File: src/rtl/isa_pkg.sv
package isa_pkg;

	// instruction field widths
	localparam int WORD_W   = 32;
	localparam int OPCODE_W = 6;
	localparam int FUNC_W   = 6;
	localparam int REG_AW   = 5;
	localparam int SHAMT_W  = 5;
	localparam int IMM_W    = 16;
	localparam int TARGET_W = 26;
	localparam int NUM_REGS = 32;
	localparam int ALU_W    = 3;

	// primary opcodes
	localparam logic [OPCODE_W-1:0] RTYPE_OP = 6'b000000;
	localparam logic [OPCODE_W-1:0] ADDI_OP  = 6'b001000;
	localparam logic [OPCODE_W-1:0] LW_OP    = 6'b100011;
	localparam logic [OPCODE_W-1:0] SW_OP    = 6'b101011;
	localparam logic [OPCODE_W-1:0] J_OP     = 6'b000010;
	localparam logic [OPCODE_W-1:0] BEQ_OP   = 6'b000100;

	// function codes under RTYPE_OP
	localparam logic [FUNC_W-1:0] ADD_FUNC = 6'b100000;
	localparam logic [FUNC_W-1:0] SUB_FUNC = 6'b100010;
	localparam logic [FUNC_W-1:0] MUL_FUNC = 6'b011000;
	localparam logic [FUNC_W-1:0] AND_FUNC = 6'b100100;
	localparam logic [FUNC_W-1:0] OR_FUNC  = 6'b100101;

	// ALU operation select
	localparam logic [ALU_W-1:0] ALU_ADD = 3'b001;
	localparam logic [ALU_W-1:0] ALU_SUB = 3'b010;
	localparam logic [ALU_W-1:0] ALU_MUL = 3'b011;
	localparam logic [ALU_W-1:0] ALU_AND = 3'b100;
	localparam logic [ALU_W-1:0] ALU_OR  = 3'b101;

	typedef struct packed {
		logic [OPCODE_W-1:0] opcode;
		logic [REG_AW-1:0]   rs;
		logic [REG_AW-1:0]   rt;
		logic [REG_AW-1:0]   rd;
		logic [SHAMT_W-1:0]  shamt;
		logic [FUNC_W-1:0]   func;
	} r_fmt_t;

	typedef struct packed {
		logic [OPCODE_W-1:0] opcode;
		logic [REG_AW-1:0]   rs;
		logic [REG_AW-1:0]   rt;
		logic [IMM_W-1:0]    imm;
	} i_fmt_t;

	typedef struct packed {
		logic [OPCODE_W-1:0] opcode;
		logic [TARGET_W-1:0] target;
	} j_fmt_t;

	// one instruction word, three ways of reading it
	typedef union packed {
		r_fmt_t r_fmt;
		i_fmt_t i_fmt;
		j_fmt_t j_fmt;
	} instr_u;

endpackage

File: src/rtl/pipe_pkg.sv
package pipe_pkg;

	// next-PC select, msb set means redirect
	localparam int               PC_SEL_W      = 2;
	localparam logic [PC_SEL_W-1:0] PC_SEL_SEQ    = 2'b00;
	localparam logic [PC_SEL_W-1:0] PC_SEL_JUMP   = 2'b10;
	localparam logic [PC_SEL_W-1:0] PC_SEL_BRANCH = 2'b11;

	// ex bundle is { alu op(3), imm source, rd destination }
	localparam int EX_CTRL_W  = 5;
	localparam int EX_ALU_LSB = 2;
	localparam int EX_SRC_BIT = 1;
	localparam int EX_DST_BIT = 0;

	// mem bundle is { chip select, write enable }
	localparam int MEM_CTRL_W = 2;
	localparam int MEM_CS_BIT = 1;
	localparam int MEM_WE_BIT = 0;

	// wb bundle is { alu not memory, register write }
	localparam int WB_CTRL_W  = 2;
	localparam int WB_ALU_BIT = 1;
	localparam int WB_WE_BIT  = 0;

	// word-addressed program counter and data memory
	localparam int PC_W       = 8;
	localparam int DMEM_DEPTH = 256;
	localparam int DMEM_AW    = $clog2(DMEM_DEPTH);

endpackage

File: src/rtl/fetch_unit.sv
module fetch_unit (
	input  logic                           clk_i,
	input  logic                           rst_n_i,
	input  logic                           stall_i,
	input  logic [pipe_pkg::PC_SEL_W-1:0]  pc_sel_i,
	input  logic [pipe_pkg::PC_W-1:0]      jump_target_i,
	input  logic [pipe_pkg::PC_W-1:0]      branch_target_i,
	input  logic [isa_pkg::WORD_W-1:0]     imem_data_i,
	output logic [pipe_pkg::PC_W-1:0]      imem_addr_o,
	output logic [isa_pkg::WORD_W-1:0]     ifid_instr_o,
	output logic [pipe_pkg::PC_W-1:0]      ifid_pc_plus1_o,
	output logic                           ifid_valid_o
);

	logic [pipe_pkg::PC_W-1:0] pc_q;
	logic [pipe_pkg::PC_W-1:0] pc_plus1;
	logic [pipe_pkg::PC_W-1:0] pc_next;
	logic                      redirect;

	assign imem_addr_o = pc_q;
	assign pc_plus1    = pc_q + 1'b1;
	assign redirect    = (pc_sel_i != pipe_pkg::PC_SEL_SEQ);

	always_comb
	begin
		case (pc_sel_i)
			pipe_pkg::PC_SEL_JUMP:   pc_next = jump_target_i;
			pipe_pkg::PC_SEL_BRANCH: pc_next = branch_target_i;
			default:                 pc_next = pc_plus1;
		endcase
	end

	always_ff @(posedge clk_i or negedge rst_n_i)
	begin
		if (!rst_n_i)
		begin
			pc_q         <= '0;
			ifid_instr_o <= '0;
			ifid_valid_o <= 1'b0;
		end
		else if (!stall_i)
		begin
			pc_q <= pc_next;
			// the word behind a taken jump or branch becomes a bubble
			ifid_instr_o <= redirect ? '0 : imem_data_i;
			ifid_valid_o <= !redirect;
		end
	end

	always_ff @(posedge clk_i)
	begin
		if (!stall_i)
			ifid_pc_plus1_o <= pc_plus1;
	end

	assert property (@(posedge clk_i) disable iff (!rst_n_i) stall_i |-> !redirect)
		else $error("redirect requested during a decode stall");

endmodule

File: config.mk
export PLATFORM = sky130hd
export DESIGN_NAME = fetch_unit
export DESIGN_NICKNAME = d
export VERILOG_FILES = /design/src/rtl/isa_pkg.sv /design/src/rtl/pipe_pkg.sv /design/src/rtl/fetch_unit.sv
export SDC_FILE = /design/constraint.sdc
export NUM_CORES = 1
export LEC_CHECK = 0
export BUFFER_PORTS_ARGS = -buffer_cell sky130_fd_sc_hd__buf_2
export CELL_PAD_IN_SITES_DETAIL_PLACEMENT = 0
export CELL_PAD_IN_SITES_GLOBAL_PLACEMENT = 1
export CORE_ASPECT_RATIO = 0.9
export CORE_MARGIN = 1
export CORE_UTILIZATION = 37
export CTS_CLUSTER_DIAMETER = 30
export DETAILED_ROUTE_END_ITERATION = 7
export PLACE_DENSITY = 0.94
export SYNTH_ARGS = -nofsm -noshare
export SYNTH_HDL_FRONTEND = slang
export SYNTH_SLANG_ARGS = --single-unit
File: constraint.sdc
create_clock -name clk_i -period 3.1 [get_ports clk_i]
set_input_delay 0.62 -clock clk_i [delete_from_list [all_inputs] [get_ports clk_i]]
set_output_delay 0.62 -clock clk_i [all_outputs]
set_load 0.1 [all_outputs]
## Yosys cells after proc, flatten, opt, wreduce, memory -nomap -nowiden

Cells that the tools add are included.

| word-level totals | value |
|---|---|
| bits in registers | 49 |

| operators by class | value |
|---|---|
| reduce and logical (&&, ||, !) cells | 2 |
| equal/unequal tests | 2 |
| add/sub/neg operators | 1 |
| mux-type cells | 2 |

Operators with widths:

| kind | count |
|---|---|
| $mux W32 | 1 |
| $pmux W8 S2 | 1 |
| $add A8 B1 Y8 const B | 1 |
| $eq A2 B2 Y1 const B | 2 |
| $reduce_bool A2 Y1 | 1 |
| $logic_not A1 Y1 | 1 |

## Logic depth before layout (Yosys ltp)

Gate-level depths: netlist of the first run.

| logic depth | value |
|---|---|
| word-level depth | 2 |
| mapped depth | 5 |
| depth with buffers taken out | 4 |

## Least setup slack after synthesis of the first run

No wires, ideal clock.

| timing path | value |
|---|---|
| path type | flip-flop to flip-flop |
| from | register pc_q (netlist bit imem_addr_o[0]) |
| to | register ifid_pc_plus1_o[6] (netlist name) (data pin) |
| path slack | 890 ps |
| cell stages (with the launch flop) | 6 |
| data required time | 2809 ps |
| clock period less this slack | 2210 ps |
| arrival time | 1919 ps |
| path through | dfrtp_1 ha_1 and3_1 clkbuf_1 nand3_1 xnor2_1 |

| on the way | value |
|---|---|
| longest elaborated chain between the ends | 1 |

RTL lines:

| what | RTL line | RTL |
|---|---|---|
| from (decl) | fetch_unit.sv:15 | `logic [pipe_pkg::PC_W-1:0] pc_q;` |
| from (signal assigned) | fetch_unit.sv:43 | `pc_q <= pc_next;` |
| $add A8 B1 Y8 | fetch_unit.sv:21 | `assign pc_plus1 = pc_q + 1'b1;` |
| named net pc_plus1 (one bit) | fetch_unit.sv:16 | `logic [pipe_pkg::PC_W-1:0] pc_plus1;` |
| to (signal assigned) | fetch_unit.sv:53 | `ifid_pc_plus1_o <= pc_plus1;` |
| to (decl) | fetch_unit.sv:11 | `output logic [pipe_pkg::PC_W-1:0] ifid_pc_plus1_o,` |

The timed path passes the listed nets, and every way through them passes these cells.
A chain may end at the register's enable or synchronous reset.

## Worst setup path in the final report of the first run

| timing path | value |
|---|---|
| from | register pc_q (netlist bit imem_addr_o[3]) |
| to | output imem_addr_o[3] (netlist name) |

RTL lines:

| what | RTL line | RTL |
|---|---|---|
| to (decl) | fetch_unit.sv:9 | `output logic [pipe_pkg::PC_W-1:0] imem_addr_o,` |

No word-level cell between the ends.

==> results of run 1 <==
-- registers in the layout (all words and copies together) (netlist names) --
name,flops
ifid_pc_plus1_o,8
imem_addr_o,8
ifid_instr_o,32
ifid_valid_o,1
-- through the flow --
step                total power (W)  cells
floorplan                   0.00133    158
global placement            0.00146    315
detailed placement          0.00147    315
CTS                         0.00187    323
global route                0.00193    323
finish                      0.00186    323
-- layer usage --
layer	vias to the layer above	routed length, um	GRT usage	share of wire
met5	-	0	0	0
met4	0	89	0.0536	0.019
met3	10	364	0.0500	0.077
met2	64	2140	0.245	0.45
met1	758	2140	0.229	0.45
li1	792	-	-	-
-- where the power goes --
| group | leakage, nW | switching, W | internal [W] | total, W |
|---|---|---|---|---|
| Clock | 0.0542 | 0.000205 | 0.000202 | 0.000407 |
| Combinational | 0.755 | 0.000550 | 0.000129 | 0.000679 |
| Sequential | 0.616 | 0.0000550 | 0.000720 | 0.000775 |
-- worst register-to-register path, stage by stage, from the launching register on --
cell and delay, ns:
dfrtp_1 0.43, ha_1 0.24, and3_1 0.32, nand3_1 0.13, xnor2_1 0.14
-- area by class of cell --
cell class,count,area [um2]
Clock inverter,1,5.00
Multi-Input combinational cell,92,728
Tap cell,67,83.8
Sequential cell,49,1270
Timing Repair Buffer,103,520
Clock buffer,7,96.3
Inverter,4,15.0
Fill cell,503,2600
-- cell families (layout without fill, tap and decap cells) --
kind of cell               Yosys count  count (layout)  share of synthesized area
muxes                               10              10                     0.0539
adders and majority gates            1               1                    0.00605
xor gates and xnor gates             5               5                     0.0212
AOI/OAI and AO/OA                   51              51                      0.200
buffers and inverters               17             115                     0.0381
DFF                                 49              49                      0.613
and+or+nand+nor                     25              25                     0.0684
-- cell usage after synthesis --
cell type,n,share of area
a211oi_1,1,0.0036
a21o_1,2,0.0073
a21oi_1,1,0.0024
a22o_1,33,0.14
a22oi_1,5,0.018
a311o_1,1,0.0048
and3_1,2,0.0061
buf_1,1,0.0018
buf_2,6,0.015
buf_6,1,0.0054
clkbuf_1,5,0.0091
dfrtp_1,41,0.50
edfxtp_1,8,0.12
ha_1,1,0.0061
inv_1,4,0.0073
mux2_2,5,0.027
mux2_4,1,0.0073
mux2i_1,4,0.019
nand2_1,3,0.0054
nand3_1,3,0.0073
nand4_1,3,0.0091
nor2_1,3,0.0054
nor2b_1,3,0.0091
nor3_1,3,0.0073
nor3_2,1,0.0048
nor3b_1,1,0.0036
o211ai_1,1,0.0036
o21a_1,1,0.0036
o21ai_0,5,0.012
o22a_1,1,0.0042
or3_1,2,0.0061
or3b_1,1,0.0042
xnor2_1,2,0.0085
xor2_1,3,0.013
-- final timing paths --
| path | cells past startpoint | endpoint | slack (ns) |
|---|---|---|---|
| worst min register to register | 1 | ifid_instr_o[23]$_DFFE_PN0N_ | 0.51 |
| worst max register to register | 4 | ifid_pc_plus1_o[6]$_DFFE_PN_ | 1.59 |
| min in group clk_i | 1 | ifid_instr_o[23]$_DFFE_PN0N_ | 0.51 |
| max in group asynchronous | 1 | ifid_instr_o[16]$_DFFE_PN0N_ | 2.07 |
| worst max-delay path | 1 | imem_addr_o[3] | 1.15 |
| worst min-delay path | 1 | ifid_instr_o[29]$_DFFE_PN0N_ | 0.44 |
==> results.toml, run 1 <==
[timing]
relSlewSlack = 0.385
fin_crit_ns = 1.95
timing.hold.ws_ns = 0.443
fin_skew_ns = 0.00440
setup_tns_ns = 0
post-route-period-util = 0.628
rsz0062_at_grt = "no"
hold_viol = 0
tightest_slew_ns = 0.922
max_freq_mhz = 513
setup_ws_ns = 1.15
drv_slew = 0
setup-violations-final = 0

[yosys]
synth-seq-cells = 49
ys_types = 34
synth-seq-area-share = 0.613
synth_area_um2 = 2070
synthCells = 158
synthesis.nets = 212
avgSynthCellArea_um2 = 13.1
yosysWarnings = 0

[detailed_routing]
via_per_inst = 5.03
wl_mm = 4.73
vias = 1624
first_pass_iters = 4
post-route-drc-count = 0
routedWlPerCell_um = 14.7
antenna_left = 0
drt-initial-drc-count = 71

[critical_path]
worst-setup-path-type = "reg2out"
startpoint_type = "register"
worstPathMaxFanout = 9
crit_buf_inv = 1
crit_start = "imem_addr_o[3]$_DFFE_PN0N_"
slowest_delay_ns = 0.54
arrival_ns = 1.33
r2r_start = "imem_addr_o[0]$_DFFE_PN0N_"
worstPathRequired_ns = 2.48
crit_chain = "buf_2"
cp_top_family = "flip-flops"
end_kind = "primary output"
slowest_stage = "dfrtp_1"

[global_routing]
overflow = 0
grt_pass1_wl_mm = 7.27
antenna_found_initial = 0
first_global_vias = 1520
track_usage = 0.164
grt_max_degree = 42

[finish]
area_growth_pct = 31.4
drive_gt1_frac = 0.461
final_cell_mix = "buf_2, dfrtp_1, a22o_1, edfxtp_1, clkbuf_8"
final_util = 0.511
antenna_cells = 0
layout.cells.most_common = "buf_2"
final_nets = 309
stdcell_area_um2 = 2720

[power]
vdd_drop_max_v = 0.000330
p_leak_nw = 1.43
p_per_area_nw_per_um2 = 685

[clocking]
clockRootBuffer = "clkbuf_8"
post-cts-setup-buffers = 0
numClockSinks = 49
path_clk_slew_ns = 0.09
clk_latency_ns = 0.30
ctsResizeCount = 0
ctsHoldBuffers = 0
cts_buffer_depth = 2
numCtsBuffers = 5
ctsHtreeMaxLevel = 2
cts_tree = "built"

[placement]
hpwl_mm = 3.34
port_buffers = 101
dp_worst_setup_slack_ns = 1.19
routabilityCongestion = 0.755
placed_area_um2 = 2610

[floorplanning]
io_pins = 102
die-height_um = 72.9
die_w_um = 80.8
floorplan.initialDensity = 0.389
rows = 25
die-area_um2 = 5890
core-area_um2 = 5320

[min_path]
holdCritPathClass = "in2async"

[run_status]
status = "finished, final reports clean"

[job]
maxCapViolations = 0
Note: power is estimated with default switching activity, not from simulation.
==> run 2: changes to the inputs <==
--- a/config.mk
+++ b/config.mk
@@ -10,10 +10,10 @@
 export CELL_PAD_IN_SITES_GLOBAL_PLACEMENT = 1
 export CORE_ASPECT_RATIO = 0.9
 export CORE_MARGIN = 1
-export CORE_UTILIZATION = 37
+export CORE_UTILIZATION = 34
 export CTS_CLUSTER_DIAMETER = 30
 export DETAILED_ROUTE_END_ITERATION = 7
-export PLACE_DENSITY = 0.94
+export PLACE_DENSITY = 0.88
 export SYNTH_ARGS = -nofsm -noshare
 export SYNTH_HDL_FRONTEND = slang
 export SYNTH_SLANG_ARGS = --single-unit
==> constraint.sdc (replaced) <==
create_clock -name clk_i -period 2 [get_ports clk_i]
set_input_delay 0.4 -clock clk_i [delete_from_list [all_inputs] [get_ports clk_i]]
set_output_delay 0.4 -clock clk_i [all_outputs]
set_load 0.1 [all_outputs]
==> results.toml, run 2 (synthesized netlist as in run 1, its figures left out) <==
[global_routing]
grt_pass1_wl_mm = 7.38
grt_max_degree = 42
first_global_vias = 1549
antenna_found_initial = 0
track_usage = 0.148
overflow = 0

[clocking]
clockRootBuffer = "clkbuf_8"
ctsResizeCount = 0
path_clk_slew_ns = 0.09
post-cts-setup-buffers = 0
ctsHtreeMaxLevel = 2
numClockSinks = 49
cts_tree = "built"
ctsHoldBuffers = 0
cts_buffer_depth = 2
clk_latency_ns = 0.29
numCtsBuffers = 5

[finish]
regMostFlops = "ifid_instr_o"
drive_gt1_frac = 0.471
antenna_cells = 0
fillers = 546
layout.cells.most_common = "buf_2"
area_growth_pct = 31.8
final_util = 0.473
largest_reg_flops = 32
final_nets = 312
final_cell_mix = "buf_2, dfrtp_1, a22o_1, edfxtp_1"

[detailed_routing]
first_pass_iters = 6
antenna_left = 0
routedWlPerCell_um = 14.1
drt-initial-drc-count = 105
post-route-drc-count = 8
wl_mm = 4.64
vias = 1628
via_per_inst = 4.95

[critical_path]
worst-setup-path-type = "reg2out"
slowest_stage = "dfrtp_1"
worstPathRequired_ns = 1.60
crit_chain = "buf_2"
crit_buf_inv = 1
arrival_ns = 1.30
cp_top_family = "flip-flops"
startpoint_type = "register"
end_kind = "primary output"
worstPathMaxFanout = 10
slowest_delay_ns = 0.52

[placement]
hpwl_mm = 3.35
routabilityCongestion = 0.752
dp_worst_setup_slack_ns = 0.124
port_buffers = 101

[job]
maxCapViolations = 0

[timing]
setup_ws_ns = 0.295
fin_skew_ns = 0.00693
hold_viol = 0
fin_crit_ns = 1.70
max_freq_mhz = 587
setup-violations-final = 0
relSlewSlack = 0.228
drv_slew = 0
post-route-period-util = 0.852
tightest_slew_ns = 1.15
rsz0062_at_grt = "no"
setup_tns_ns = 0

[floorplanning]
core-area_um2 = 5760
die_w_um = 84.2
rows = 26
die-height_um = 76.0
io_pins = 102
floorplan.initialDensity = 0.359
die-area_um2 = 6400

[power]
vdd_drop_max_v = 0.000458
p_per_area_nw_per_um2 = 1030
p_leak_nw = 1.42

[run_status]
violations = "DRC"
status = "finished, violations left"

[min_path]
holdCritPathClass = "in2async"
## run 2: worst paths after layout
check / slack, ns / depth (start not counted) / end / startpoint
max in group asynchronous: 1.46 / 2 / imem_addr_o[3]$_DFFE_PN0N_ / rst_n_i
max: 0.30 / 1 / imem_addr_o[4] / imem_addr_o[4]$_DFFE_PN0N_
min reg2reg: 0.49 / 1 / ifid_valid_o$_DFFE_PN0N_ / ifid_valid_o$_DFFE_PN0N_
min: 0.15 / 2 / ifid_instr_o[13]$_DFFE_PN0N_ / rst_n_i
max reg2reg: 0.55 / 4 / ifid_pc_plus1_o[6]$_DFFE_PN_ / imem_addr_o[0]$_DFFE_PN0N_
min in group clk_i: 0.32 / 2 / ifid_instr_o[11]$_DFFE_PN0N_ / imem_data_i[11]
## run 2: final cells by class
cell class	count	area, um2	share of cell area
multi-input cells	92	728	0.267
repair buffers	106	543	0.199
well taps	70	87.6	0.0321
clock buffers	8	80.1	0.0294
flip-flops and latches	49	1270	0.466
inverters	4	15.0	0.00551
## run 2: metrics by stage
step / hold WS (ns) / instance area [um2] / cells / total power (W)
after detailed placement: 0.469 / 2650 / 321 / 0.00228
after CTS: 0.176 / 2730 / 329 / 0.00284
after global routing: 0.202 / 2730 / 329 / 0.00293
final: 0.152 / 2730 / 329 / 0.00281
after floorplan: 0.104 / 2070 / 158 / 0.00207
after global placement: 0.467 / 2650 / 321 / 0.00227
## run 2: worst reg2reg max path: stages (launching register included)
cell and delay (ns):
dfrtp_2 0.41, ha_1 0.23, and3_1 0.30, nand3_1 0.13
xnor2_1 0.15
## run 2: routing by layer
layer,global-route usage,wire (um)
met2,0.239,2240
met1,0.190,2040
met5,0,0
met3,0.0401,307
met4,0.0552,51
## run 2: power breakdown
group | internal, W | total (W) | switching [W]
Clock | 0.000249 | 0.000553 | 0.000304
Combinational | 0.000205 | 0.00105 | 0.000849
Sequential | 0.00112 | 0.00120 | 0.0000822
Total | 0.00157 | 0.00281 | 0.00124
